$ cat src/lsu_pkg.sv
`default_nettype none

package lsu_pkg;

  localparam int LD_DEPTH  = 4;
  localparam int ST_DEPTH  = 4;
  localparam int RAM_WORDS = 1024;

  localparam int RAM_IDX_W = $clog2(RAM_WORDS);
  localparam int LD_PTR_W  = $clog2(LD_DEPTH);
  localparam int LD_CNT_W  = $clog2(LD_DEPTH + 1);
  localparam int ST_CNT_W  = $clog2(ST_DEPTH + 1);

  localparam logic [LD_PTR_W-1:0] LD_PTR_LAST = LD_PTR_W'(LD_DEPTH - 1);

  // riscv funct3 coding
  typedef enum logic [2:0] {
    ld_b  = 3'b000,
    ld_h  = 3'b001,
    ld_w  = 3'b010,
    ld_bu = 3'b100,
    ld_hu = 3'b101
  } ld_func_t;

  typedef enum logic [2:0] {
    st_b = 3'b000,
    st_h = 3'b001,
    st_w = 3'b010
  } st_func_t;

  typedef struct packed {
    logic [31:0] addr;
    ld_func_t    func;
  } ld_req_t;

  typedef struct packed {
    logic [31:0] addr;
    logic [31:0] data;
    st_func_t    func;
  } st_req_t;

  // memory side channels
  typedef struct packed {
    logic [31:0] addr;
  } ar_t;

  typedef struct packed {
    logic [31:0] addr;
  } aw_t;

  typedef struct packed {
    logic [31:0] data;
    logic [3:0]  strb;
  } w_t;

  typedef struct packed {
    logic [31:0] data;
  } r_t;

  // per outstanding load
  typedef struct packed {
    logic [1:0] align;
    ld_func_t   func;
  } ld_meta_t;

endpackage

`default_nettype wire

$ cat src/chan_reg.sv
`default_nettype none

module chan_reg #(
  parameter type payload_t = logic [31:0]
) (
  input  wire           clk,
  input  wire           rstn,
  input  wire           in_valid,
  output logic          in_ready,
  input  wire payload_t in_data,
  output logic          out_valid,
  input  wire           out_ready,
  output payload_t      out_data
);

  payload_t   entry [2];
  logic [1:0] count;
  logic       wr_ptr;
  logic       rd_ptr;
  logic       push;
  logic       pop;

  // ready from occupancy only
  assign in_ready  = (count != 2'd2);
  assign out_valid = (count != 2'd0);
  assign out_data  = entry[rd_ptr];

  assign push = in_valid && in_ready;
  assign pop  = out_valid && out_ready;

  always_ff @(posedge clk) begin
    if (rstn) begin
      count  <= 2'd0;
      wr_ptr <= 1'b0;
      rd_ptr <= 1'b0;
    end else begin
      if (push) wr_ptr <= ~wr_ptr;
      if (pop) rd_ptr <= ~rd_ptr;
      case ({push, pop})
        2'b10:   count <= count + 2'd1;
        2'b01:   count <= count - 2'd1;
        default: count <= count;
      endcase
    end
  end

  always_ff @(posedge clk) begin
    if (push) entry[wr_ptr] <= in_data;
  end

  a_out_hold: assert property (@(posedge clk) disable iff (rstn)
    (out_valid && !out_ready) |=> (out_valid && $stable(out_data)));

endmodule

`default_nettype wire

$ cat src/load_unit.sv
`default_nettype none

module load_unit (
  input  wire                      clk,
  input  wire                      rstn,
  input  wire lsu_pkg::ld_req_t    req,
  input  wire                      req_valid,
  output logic                     req_ready,
  output logic [31:0]              data,
  output logic                     rsp_valid,
  input  wire                      rsp_ready,
  output lsu_pkg::ar_t             ar,
  output logic                     ar_valid,
  input  wire                      ar_ready,
  input  wire lsu_pkg::r_t         r,
  input  wire                      r_valid,
  output logic                     r_ready
);

  lsu_pkg::ld_meta_t               meta_q [lsu_pkg::LD_DEPTH];
  lsu_pkg::ld_meta_t               head;
  logic [lsu_pkg::LD_PTR_W-1:0]    wr_ptr;
  logic [lsu_pkg::LD_PTR_W-1:0]    rd_ptr;
  logic [lsu_pkg::LD_CNT_W-1:0]    count;
  logic                            has_room;
  logic                            push;
  logic                            pop;
  logic [31:0]                     shifted;

  assign has_room = (count < lsu_pkg::LD_DEPTH);

  // AR leaves in the same cycle as the request
  assign ar.addr   = req.addr;
  assign ar_valid  = req_valid && has_room;
  assign req_ready = has_room && ar_ready;

  assign rsp_valid = r_valid;
  assign r_ready   = rsp_ready;

  assign push = req_valid && req_ready;
  assign pop  = r_valid && r_ready;

  always_ff @(posedge clk) begin
    if (rstn) begin
      wr_ptr <= '0;
      rd_ptr <= '0;
      count  <= '0;
    end else begin
      if (push) wr_ptr <= (wr_ptr == lsu_pkg::LD_PTR_LAST) ? '0 : wr_ptr + 1'b1;
      if (pop) rd_ptr <= (rd_ptr == lsu_pkg::LD_PTR_LAST) ? '0 : rd_ptr + 1'b1;
      case ({push, pop})
        2'b10:   count <= count + 1'b1;
        2'b01:   count <= count - 1'b1;
        default: count <= count;
      endcase
    end
  end

  always_ff @(posedge clk) begin
    if (push) meta_q[wr_ptr] <= '{align: req.addr[1:0], func: req.func};
  end

  // shift down by the byte offset, then extend
  always_comb begin
    head    = meta_q[rd_ptr];
    shifted = r.data >> {head.align, 3'b000};
    case (head.func)
      lsu_pkg::ld_b:  data = {{24{shifted[7]}}, shifted[7:0]};
      lsu_pkg::ld_bu: data = {24'b0, shifted[7:0]};
      lsu_pkg::ld_h:  data = {{16{shifted[15]}}, shifted[15:0]};
      lsu_pkg::ld_hu: data = {16'b0, shifted[15:0]};
      default:        data = shifted;
    endcase
  end

  a_no_overflow: assert property (@(posedge clk) disable iff (rstn)
    count <= lsu_pkg::LD_DEPTH);

  // memory must not answer a load that was never issued
  a_r_has_meta: assert property (@(posedge clk) disable iff (rstn)
    r_valid |-> (count != '0));

endmodule

`default_nettype wire

$ cat src/lsu.sv
`default_nettype none

module lsu (
  input  wire                   clk,
  input  wire                   rstn,
  input  wire lsu_pkg::ld_req_t ld_req,
  input  wire                   ld_req_valid,
  output logic                  ld_req_ready,
  output logic [31:0]           ld_data,
  output logic                  ld_rsp_valid,
  input  wire                   ld_rsp_ready,
  input  wire lsu_pkg::st_req_t st_req,
  input  wire                   st_req_valid,
  output logic                  st_req_ready,
  output logic                  st_rsp_valid,
  input  wire                   st_rsp_ready,
  output lsu_pkg::ar_t          ar,
  output logic                  ar_valid,
  input  wire                   ar_ready,
  input  wire lsu_pkg::r_t      r,
  input  wire                   r_valid,
  output logic                  r_ready,
  output lsu_pkg::aw_t          aw,
  output logic                  aw_valid,
  input  wire                   aw_ready,
  output lsu_pkg::w_t           w,
  output logic                  w_valid,
  input  wire                   w_ready,
  input  wire                   b_valid,
  output logic                  b_ready
);

  lsu_pkg::ar_t lu_ar;
  logic         lu_ar_valid;
  logic         lu_ar_ready;
  lsu_pkg::r_t  lu_r;
  logic         lu_r_valid;
  logic         lu_r_ready;
  lsu_pkg::aw_t su_aw;
  logic         su_aw_valid;
  logic         su_aw_ready;
  lsu_pkg::w_t  su_w;
  logic         su_w_valid;
  logic         su_w_ready;

  load_unit u_load (
    .clk       (clk),
    .rstn      (rstn),
    .req       (ld_req),
    .req_valid (ld_req_valid),
    .req_ready (ld_req_ready),
    .data      (ld_data),
    .rsp_valid (ld_rsp_valid),
    .rsp_ready (ld_rsp_ready),
    .ar        (lu_ar),
    .ar_valid  (lu_ar_valid),
    .ar_ready  (lu_ar_ready),
    .r         (lu_r),
    .r_valid   (lu_r_valid),
    .r_ready   (lu_r_ready)
  );

  store_unit u_store (
    .clk       (clk),
    .rstn      (rstn),
    .req       (st_req),
    .req_valid (st_req_valid),
    .req_ready (st_req_ready),
    .rsp_valid (st_rsp_valid),
    .rsp_ready (st_rsp_ready),
    .aw        (su_aw),
    .aw_valid  (su_aw_valid),
    .aw_ready  (su_aw_ready),
    .w         (su_w),
    .w_valid   (su_w_valid),
    .w_ready   (su_w_ready),
    .b_valid   (b_valid),
    .b_ready   (b_ready)
  );

  // register slices toward memory
  chan_reg #(.payload_t(lsu_pkg::ar_t)) u_ar_reg (
    .clk       (clk),
    .rstn      (rstn),
    .in_valid  (lu_ar_valid),
    .in_ready  (lu_ar_ready),
    .in_data   (lu_ar),
    .out_valid (ar_valid),
    .out_ready (ar_ready),
    .out_data  (ar)
  );

  chan_reg #(.payload_t(lsu_pkg::r_t)) u_r_reg (
    .clk       (clk),
    .rstn      (rstn),
    .in_valid  (r_valid),
    .in_ready  (r_ready),
    .in_data   (r),
    .out_valid (lu_r_valid),
    .out_ready (lu_r_ready),
    .out_data  (lu_r)
  );

  chan_reg #(.payload_t(lsu_pkg::aw_t)) u_aw_reg (
    .clk       (clk),
    .rstn      (rstn),
    .in_valid  (su_aw_valid),
    .in_ready  (su_aw_ready),
    .in_data   (su_aw),
    .out_valid (aw_valid),
    .out_ready (aw_ready),
    .out_data  (aw)
  );

  chan_reg #(.payload_t(lsu_pkg::w_t)) u_w_reg (
    .clk       (clk),
    .rstn      (rstn),
    .in_valid  (su_w_valid),
    .in_ready  (su_w_ready),
    .in_data   (su_w),
    .out_valid (w_valid),
    .out_ready (w_ready),
    .out_data  (w)
  );

endmodule

`default_nettype wire

$ cat src/store_unit.sv
`default_nettype none

module store_unit (
  input  wire                   clk,
  input  wire                   rstn,
  input  wire lsu_pkg::st_req_t req,
  input  wire                   req_valid,
  output logic                  req_ready,
  output logic                  rsp_valid,
  input  wire                   rsp_ready,
  output lsu_pkg::aw_t          aw,
  output logic                  aw_valid,
  input  wire                   aw_ready,
  output lsu_pkg::w_t           w,
  output logic                  w_valid,
  input  wire                   w_ready,
  input  wire                   b_valid,
  output logic                  b_ready
);

  logic [1:0]                   off;
  logic [3:0]                   mask;
  logic [31:0]                  data_al;
  logic [3:0]                   strb_al;
  logic [lsu_pkg::ST_CNT_W-1:0] outstanding;
  logic [lsu_pkg::ST_CNT_W-1:0] pending;
  logic                         issue;
  logic                         b_fire;
  logic                         rsp_fire;

  always_comb begin
    off = req.addr[1:0];
    case (req.func)
      lsu_pkg::st_b: mask = 4'b0001;
      lsu_pkg::st_h: mask = 4'b0011;
      default:       mask = 4'b1111;
    endcase
    data_al = req.data << {off, 3'b000};
    strb_al = mask << off;
  end

  assign req_ready = !aw_valid && !w_valid && (outstanding < lsu_pkg::ST_DEPTH);
  assign b_ready   = (pending < lsu_pkg::ST_DEPTH);
  assign rsp_valid = (pending != '0);

  assign issue    = req_valid && req_ready;
  assign b_fire   = b_valid && b_ready;
  assign rsp_fire = rsp_valid && rsp_ready;

  // AW and W retire independently
  always_ff @(posedge clk) begin
    if (rstn) begin
      aw_valid <= 1'b0;
      w_valid  <= 1'b0;
    end else begin
      if (issue) aw_valid <= 1'b1;
      else if (aw_ready) aw_valid <= 1'b0;
      if (issue) w_valid <= 1'b1;
      else if (w_ready) w_valid <= 1'b0;
    end
  end

  always_ff @(posedge clk) begin
    if (issue) begin
      aw.addr <= req.addr;
      w.data  <= data_al;
      w.strb  <= strb_al;
    end
  end

  // writes in flight, and B's waiting to be reported
  always_ff @(posedge clk) begin
    if (rstn) begin
      outstanding <= '0;
      pending     <= '0;
    end else begin
      case ({issue, b_fire})
        2'b10:   outstanding <= outstanding + 1'b1;
        2'b01:   outstanding <= outstanding - 1'b1;
        default: outstanding <= outstanding;
      endcase
      case ({b_fire, rsp_fire})
        2'b10:   pending <= pending + 1'b1;
        2'b01:   pending <= pending - 1'b1;
        default: pending <= pending;
      endcase
    end
  end

  a_outstanding_max: assert property (@(posedge clk) disable iff (rstn)
    outstanding <= lsu_pkg::ST_DEPTH);

endmodule

`default_nettype wire

$ cat config.mk
export PLATFORM = sky130hd
export DESIGN_NAME = lsu
export DESIGN_NICKNAME = d
export VERILOG_FILES = /design/src/lsu_pkg.sv /design/src/chan_reg.sv /design/src/load_unit.sv /design/src/lsu.sv /design/src/store_unit.sv
export SDC_FILE = /design/constraint.sdc
export NUM_CORES = 1
export LEC_CHECK = 0
export BUFFER_PORTS_ARGS = -buffer_cell sky130_fd_sc_hd__buf_2
export CORE_ASPECT_RATIO = 0.5
export CORE_UTILIZATION = 55
export CTS_CLUSTER_DIAMETER = 150
export CTS_CLUSTER_SIZE = 25
export DETAILED_ROUTE_END_ITERATION = 16
export PLACE_DENSITY = 0.79
export REMOVE_ABC_BUFFERS = 1
export SYNTH_ARGS = -nofsm -noshare
export SYNTH_HDL_FRONTEND = slang
export SYNTH_SLANG_ARGS = --single-unit
$ cat constraint.sdc
create_clock -name clk -period 7 [get_ports clk]
set_input_delay 1.4 -clock clk [delete_from_list [all_inputs] [get_ports clk]]
set_output_delay 1.4 -clock clk [all_outputs]
set_load 0.05 [all_outputs]
; ---- Word-level counts from Yosys, hierarchy flattened
; Memory sizes are Yosys's and may differ from the RTL's. A register that Yosys moved wholly into a read port is not among the register bits.
; Index checks and enable logic that the tools add are counted.
[classes]
reduce_logical = 34
add_sub_neg = 16
bitwise_logic = 8
n_mux = 35
n_shift = 3
n_eq_ne = 24
magnitude_cmp = 3
[ops]
columns = op, count
row1 = $pmux 32 s4, 1
row2 = $shl 32x5->32, 1
row3 = $shr 32x5->32, 1
row4 = $reduce_bool 2->1, 13
row5 = $mux 1, 22
row6 = $eq 2x2->1 const B, 9
row7 = $pmux 3 s2, 3
row8 = $logic_and 1x1->1, 16
row9 = $pmux 2 s2, 4
row10 = $eq 2x1->1 const B, 7
row11 = $add 2x1->2 const B, 6
row12 = $add 3x1->3 const B, 3
row13 = $lt 3x3->1 const B, 3
row14 = $sub 3x1->3 const B, 3
row15 = $mux 2, 4
row16 = $ne 2x2->1 const B, 4
row17 = $not 1->1, 8
row18 = $pmux 4 s2, 1
row19 = $sub 2x1->2 const B, 4
row20 = $eq 3x1->1 const B, 2
row21 = $eq 3x3->1 const B, 2
row22 = $logic_not 3->1, 2
row23 = $shl 4x2->4, 1
row24 = $reduce_bool 3->1, 1
row25 = $logic_not 1->1, 2
[word_totals]
reg_bits = 99
mem_count = 5
elab_cells = 150
input_bits = 145
ram_bits = 284
out_inout_bits = 141
[mem_list]
columns = memory, depth, word_bits, read_ports, rd_clocked_by_memory_dff, wr, line
row1 = u_w_reg.entry, 2, 36, 1, 1, 1, chan_reg.sv:16  ; payload_t entry [2];
row2 = u_ar_reg.entry, 2, 32, 1, 1, 1, chan_reg.sv:16
row3 = u_aw_reg.entry, 2, 32, 1, 1, 1, chan_reg.sv:16
row4 = u_r_reg.entry, 2, 32, 1, 1, 1, chan_reg.sv:16
row5 = u_load.meta_q, 4, 5, 1, 1, 1, load_unit.sv:20  ; lsu_pkg::ld_meta_t meta_q [lsu_pkg::LD_DEPTH];

; ---- Depth between registers and ports, before layout
; Gate-level depths: netlist of run 1.
[logic_depth]
ltp_word = 6
depth_mapped = 9
ltp_nobuf = 9

; ---- Hierarchy
; Synthesis of run 1 repeated with hierarchy kept, for this count alone.
[hier_totals]
cells_unflattened = 921
area_unflattened_um2 = 15479.8
[modules_own_cells]
columns = module, area_each_um2, cells_each, seq_area_each_um2, instances
row1 = chan_reg (u_ar_reg ...), 2523.7, 124, 2021.9, 3
row2 = store_unit, 3010.4, 202, 2202.1, 1
row3 = chan_reg (u_w_reg), 2810.2, 136, 2262.2, 1
row4 = load_unit, 2088.3, 211, 780.7, 1

; ---- Least setup slack after synthesis of run 1
; No wires, ideal clock.
[synth_timing]
path_type = flip-flop to output port
start = register with a tool-made name
end = output ld_data[10]
arrival_time_ns = 2.697
path_slack_ns = 2.903
stages_incl_launch_ff = 6
path_cell_list = dfxtp_1 > buf_6 > mux4_2 > mux2i_1 > mux2i_1 > o21ai_0
[synth_lines]
columns = item, line
row1 = "end, declared", lsu.sv:9  ; output logic [31:0] ld_data,

==> results of run 1 <==
## logic make-up (layout without fill, tap and decap cells)
logic type	after synthesis	count (layout)	synth area share, %
xor gates and xnor gates	23	23	1.32
adders and majority gates	15	15	1.38
muxes	165	165	13.5
DFF	389	389	74.0
and+or+nand+nor	143	143	4.50
AOI/OAI and AO/OA	90	90	3.69
other	0	2	0
buffers and inverters	61	352	1.61
## through the flow
step | total power, W | cell area, um^2 | hold slack [ps] | util [%] | instances
final | 0.00757 | 17700 | 446 | 65.8 | 1553
after global placement | 0.00634 | 17100 | 422 | 63.7 | 1517
after global routing | 0.00792 | 17700 | 447 | 65.8 | 1551
after floorplan | 0.00566 | 15100 | 421 | - | 847
after detailed placement | 0.00643 | 17100 | 430 | 63.7 | 1517
after CTS | 0.00763 | 17700 | 438 | 65.8 | 1551
## worst min-delay path by stage
stage	slack [ps]	depth (start not counted)	endpoint
floorplan	420	0	u_aw_reg.entry[0][0]
global placement	420	0	u_aw_reg.entry[0][27]
detailed placement	430	0	u_aw_reg.entry[0][11]
CTS	440	0	u_aw_reg.entry[0][1]
global route	450	0	u_aw_reg.entry[1][1]
finish	450	0	u_aw_reg.entry[0][11]
## worst reg2reg max path: cells and delay by family (launching register included)
family,cells,cell delay (ps)
AO/OA/AOI/OAI,2,730
adder cells (fa/ha/maj),2,400
buffers and inverters,3,270
AND/OR/NAND/NOR,1,310
XOR/XNOR,1,80
flip-flops,1,410
## layer usage
layer,GRT usage (%),wire [um],up-vias
li1,-,-,3921
met1,24.8,11300,4104
met2,38.3,15700,220
met3,4.35,1580,43
met4,5.16,706,0
met5,0,0,-
## cells in the final DEF (no fill, tap or decap), types with 2 or more instances in the layout
| cell type | n |
|---|---|
| nor2_1 | 43 |
| buf_4 | 11 |
| xnor2_1 | 8 |
| clkbuf_1 | 13 |
| buf_2 | 285 |
| nand3_1 | 2 |
| ha_1 | 12 |
| a211oi_1 | 8 |
| nor2_2 | 3 |
| and2_1 | 17 |
| a32oi_1 | 5 |
| nor3_1 | 2 |
| nand2b_1 | 4 |
| fa_1 | 3 |
| mux2i_1 | 36 |
| and3_1 | 3 |
| mux2_2 | 107 |
| or2_2 | 6 |
| inv_1 | 21 |
| diode_2 | 2 |
| o221ai_1 | 2 |
| nand2_1 | 38 |
| a21oi_1 | 25 |
| o22ai_1 | 12 |
| edfxtp_1 | 352 |
| xor2_1 | 15 |
| nand3b_1 | 2 |
| nor2b_1 | 10 |
| mux4_2 | 22 |
| clkbuf_16 | 19 |
| and2b_1 | 2 |
| o21ai_0 | 31 |
| o21ba_2 | 2 |
| or3_1 | 8 |
| dfxtp_1 | 36 |
## sequential cells by signal, indices dropped and copies added, names as in the netlist, 3 cells and up, named ones only
name                 count
u_load.count             3
u_ar_reg.entry          64
u_store.aw              32
u_store.outstanding      3
u_store.pending          3
u_r_reg.entry           64
u_aw_reg.entry          64
u_store.w               36
u_load.meta_q           20
u_w_reg.entry           72
## area by class of cell
| cell class | instances | area (um^2) | area share, % |
|---|---|---|---|
| Antenna cell | 2 | 5.00 | 0.0283 |
| Clock buffer | 32 | 524 | 2.97 |
| Clock inverter | 2 | 25.0 | 0.142 |
| Inverter | 22 | 82.6 | 0.467 |
| Multi-Input combinational cell | 436 | 3740 | 21.2 |
| Sequential cell | 389 | 11300 | 64.0 |
| Tap cell | 374 | 468 | 2.65 |
| Timing Repair Buffer | 296 | 1510 | 8.54 |
## report_power, final
group          leakage [nW]  internal (W)  switching (W)
combinational          2.60      0.000879        0.00223
sequential             3.57       0.00305       0.000198
clock                 0.261      0.000525       0.000688
total                  6.43       0.00445        0.00312
==> summary.txt, run 1 <==
Critical path
  • Worst reg2reg setup slack: approximately 4700 ps
  • CP Class: reg -> out
  • Stages on worst setup path: 5
  • CP dominant cell by count: mux4_2
  • CP Launch Type: register
  • Critical Path End: ld_data[21]
  • Worst-path maximum fanout: 18
  • CP top delay family: multiplexers
  • Critical path buffers and inverters: 1
  • CP max-delay cell: mux4_2
  • Worst path required time: approximately 5600 ps
  • Largest stage delay, worst path: roughly 760 ps
  • Reg-to-reg endpoint: u_load.count[2]
  • CP Cell Sequence: mux4_2 > mux4_2 > a221oi_4 > o22ai_1 > buf_2
  • Worst r2r src: u_ar_reg.count[0]
  • R2r worst-path depth: 9
  • Critical path endpoint category: output pin
  • Crit path arrival time: 3330 ps

Synthesis
  • Synth cell count leaders: 352 x edfxtp_1, 107 x mux2_2, 47 x nor2_1, 38 x nand2_1, 37 x dfxtp_1
  • Top cell type's share of synthesized area: between 60% and 70%
  • Synth Flop Type: edfxtp_1
  • Synthesized area: 15300 um^2
  • Seq/Total Area, Yosys: between 70% and 80%
  • Mapped Cells: 886
  • Netlist cell types: 40
  • Synth warn: 0
  • Synthesized area per cell: approximately 17 um^2
  • Top-count cell post-synth: edfxtp_1
  • Most area-consuming cells after synthesis: edfxtp_1 69%, mux2_2 7.9%, dfxtp_1 4.8%
  • Synth area leader: edfxtp_1
  • Async S/R FF share, synth: 0%
  • Number of synthesized flops with an enable pin: 352
  • FF+latch count, synth: 389

Cells and area
  • Share of cells above drive strength 1: 39.3%
  • Nets@finish: about 1.3k
  • FILL cells: between 1.5k and 2k
  • Synthesis-to-finish area growth: 15.6%

Drt
  • DRC errors left: 0
  • Detail Route Antenna Nets: 0
  • Via density: 5.34
  • Routed Wire Length: 29300 um
  • DR vias: 8288
  • Routed len/inst: ~19 um
  • Number of DRC markers in iteration 0: between 400 and 500
  • First-pass detailed-route iteration total: 5

Global routing
  • Grt ovf: 0
  • Total GRT Usage: 20.7%
  • First-pass GRT wire length: between 40000 and 50000 um
  • Number of global-route vias before repair: just under 9k
  • Pin count of the biggest net entering global routing: 69
  • Antenna violations before repair: 3

STA
  • Post-route setup slack: approximately 2300 ps
  • Slew Limit Fails: 0
  • Fin. Hold Viols: 0
  • Final Critical Period: around 4700 ps
  • RSZ-0062 raised after global routing: no
  • Final TNS setup: 0 ps
  • Final setup vio count: 0
  • Fin crit share: 67.5%
  • Final clock skew: between 15 and 20 ps
  • Actual slew at the worst max-slew pin: 1060 ps
  • Maximum clock frequency: around 0.21 GHz
  • Slew headroom: 29.0%

Clocking
  • Reg clk slew, reported paths: 100 ps
  • CTS resizes: 0
  • CTS root buffer: clkbuf_16
  • Post-CTS Setup Bufs: 0
  • CTS tree: done
  • # hold bufs at CTS: 0
  • CTS buffer count: 19
  • Htree depth: 1
  • CTS sink count: 389
  • Clock buffer depth: 3
  • Worst-Skew Late Latency: around 530 ps

Power
  • PD cells: about 430 nW/um^2
  • Leakage power: 6.43 nW
  • VDD IR max: approximately 0.28 mV

Run
  • Max_cap viols: 0

Floorplan
  • Die X: roughly 240 um
  • Area of the core: ~27000 um^2
  • Die extent in y: between 100 and 150 um
  • # rows: 42
  • Starting Density: approximately 57%
  • Ports: 286
  • Full die area: about 28000 um^2

Placed design
  • Port buffer count: 285
  • HPWL Detailed: approximately 20000 um
  • Place WS: 2800 ps
  • GPL Wtd Cong: between 0.8 and 0.9

Min path
  • HP Class: reg -> reg
  • Worst hold path startpoint: u_store.aw[11]

Outcome
  • Status: completed
(Power assumes the default switching activity.)
==> inputs of run 2 (changes only) <==
- ABC_AREA: not set -> 1
- clock period: 7 -> 4.63 ns (I/O delays scaled with it)
==> summary.txt, run 2 <==
Outcome
  • Status: completed

Clocking
  • Htree depth: 1
  • CTS resizes: 0
  • CTS tree: done
  • Reg clk slew, reported paths: around 100 ps
  • CTS sink count: 389
  • # hold bufs at CTS: 0
  • CTS root buffer: clkbuf_16
  • Clock buffer depth: 3
  • Post-CTS Setup Bufs: 0
  • Worst-Skew Late Latency: 540 ps
  • CTS buffer count: 19

Floorplan
  • Area of the core: approximately 28000 um^2
  • Full die area: just under 30000 um^2
  • Ports: 286
  • Starting Density: a little under three fifths
  • Die X: 240 um
  • # rows: 43
  • Die extent in y: ~120 um

Placed design
  • HPWL Detailed: 22300 um
  • GPL Wtd Cong: 0.875
  • Port buffer count: approximately 290

STA
  • Final setup vio count: 0
  • Actual slew at the worst max-slew pin: approximately 1200 ps
  • Slew Limit Fails: 0
  • Final Critical Period: 4040 ps
  • Final TNS setup: 0 ps
  • Slew headroom: 22.1%
  • RSZ-0062 raised after global routing: no
  • Final clock skew: 19.6 ps
  • Fin. Hold Viols: 0
  • Fin crit share: between 80% and 90%
  • Maximum clock frequency: between 0.2 and 0.25 GHz

Critical path
  • Worst-path maximum fanout: 24
  • Critical path endpoint category: output pin
  • Crit path arrival time: about 3100 ps
  • CP Class: reg -> out
  • Worst path required time: roughly 3700 ps
  • CP Launch Type: register

Drt
  • Number of DRC markers in iteration 0: 860
  • Via density: 5.35
  • First-pass detailed-route iteration total: 5
  • Routed Wire Length: roughly 32000 um
  • Routed len/inst: roughly 18 um
  • DRC errors left: 0
  • Detail Route Antenna Nets: 0
  • DR vias: 9491

Synthesis
  • Synthesized area: between 15000 and 20000 um^2
  • Synth warn: 0
  • Synth Flop Type: edfxtp_1
  • Synthesized area per cell: between 10 and 15 um^2
  • Synth area leader: edfxtp_1
  • Synth cell count leaders: 352 x edfxtp_1, 190 x nand2_1, 100 x mux2_2, 77 x inv_1, 73 x nor2_1
  • Top cell type's share of synthesized area: about two thirds
  • FF+latch count, synth: slightly below 400
  • Netlist cell types: 38
  • Mapped Cells: around 1.1k
  • Top-count cell post-synth: edfxtp_1
  • Number of synthesized flops with an enable pin: roughly 350
  • Seq/Total Area, Yosys: about 73%
  • Async S/R FF share, synth: 0%
  • Most area-consuming cells after synthesis: edfxtp_1 68%, mux2_2 7.3%, dfxtp_1 4.8%

Global routing
  • Antenna violations before repair: 2
  • Total GRT Usage: 21.9%
  • First-pass GRT wire length: about 49000 um
  • Number of global-route vias before repair: 9184
  • Pin count of the biggest net entering global routing: a little over 40
  • Grt ovf: 0

Cells and area
  • Share of cells above drive strength 1: between 30% and 40%
  • Largest register by flop count: u_w_reg.entry
  • Commonest non-fill, non-tap cell in the layout: edfxtp_1
  • Commonest cells after routing, fill and taps aside: 352 x edfxtp_1, 285 x buf_2, 190 x nand2_1
  • FILL cells: a little over 2k
  • Register area: roughly 11000 um^2
  • Max reg flops: a little over 70
  • Footprint of the multi-input gates: ~3700 um^2
  • Synthesis-to-finish area growth: 15.0%
  • Nets@finish: 1536
  • Final core occ: 64.4%

Run
  • Max_cap viols: 0

Min path
  • HP Class: reg -> reg

Power
  • VDD IR max: roughly 0.4 mV
  • PD cells: approximately 620 nW/um^2
  • Leakage power: between 6 and 7 nW
==> run 2: cells by family after synthesis <==
group	count (synthesis)	synth area share (%)
DFF	389	72.9
and+or+nand+nor	354	10.1
buffers and inverters	127	3.58
muxes	112	8.03
AOI/OAI and AO/OA	105	3.89
adders and majority gates	15	1.35
xor gates and xnor gates	4	0.226
==> run 2: cell type report <==
type                    count  area share, %
clock inverters             2          0.140
flip-flops and latches    389           63.4
repair buffers            294           8.37
diodes                      2         0.0280
well taps                 382           2.68
inverters                  82           1.74
clock buffers              32           2.94
multi-input cells         590           20.8
==> run 2: worst paths after layout <==
kind                          start               endpoint  slack [ps]  cells past startpoint
setup / recovery           register            ld_data[10]         590                      9
hold / removal         u_store.w[7]    u_w_reg.entry[0][7]         450                      0
setup reg to reg  u_ar_reg.count[0]  u_ar_reg.entry[1][28]        2290                      4
hold reg to reg        u_store.w[7]    u_w_reg.entry[0][7]         450                      0
==> run 2: critical path, stage by stage (launching register included) <==
cell and delay, ps:
dfxtp_1 540, inv_2 160, nand2_1 100, nand3_2 250
nand2_2 260, nand2_1 130, nand3_2 100, nand3_2 460
nand2_1 270, buf_2 310
==> run 2: routing by layer <==
layer / up-vias / GRT usage [%] / part of all wire [%]
li1: 4469 / - / -
met1: 4684 / 28.1 / 40
met2: 285 / 38.5 / 52
met3: 53 / 3.90 / 5.5
met4: 0 / 5.65 / 2.3
met5: - / 0 / 0
==> run 2: stage by stage <==
stage / power (W) / setup WS [ps] / instances / hold WS, ps / cell area [um^2]
floorplan: 0.00816 / 984 / 1061 / 421 / 15300
global placement: 0.00917 / 1400 / 1737 / 422 / 17300
detailed placement: 0.00931 / 1180 / 1737 / 431 / 17300
finish: 0.0111 / 588 / 1773 / 446 / 17900
CTS: 0.0111 / 612 / 1771 / 451 / 17900
global route: 0.0116 / 351 / 1773 / 451 / 17900
==> run 2: report_power, final <==
part | internal (W) | switching, W
Clock | 0.000795 | 0.00104
Combinational | 0.00111 | 0.00337
Sequential | 0.00450 | 0.000252
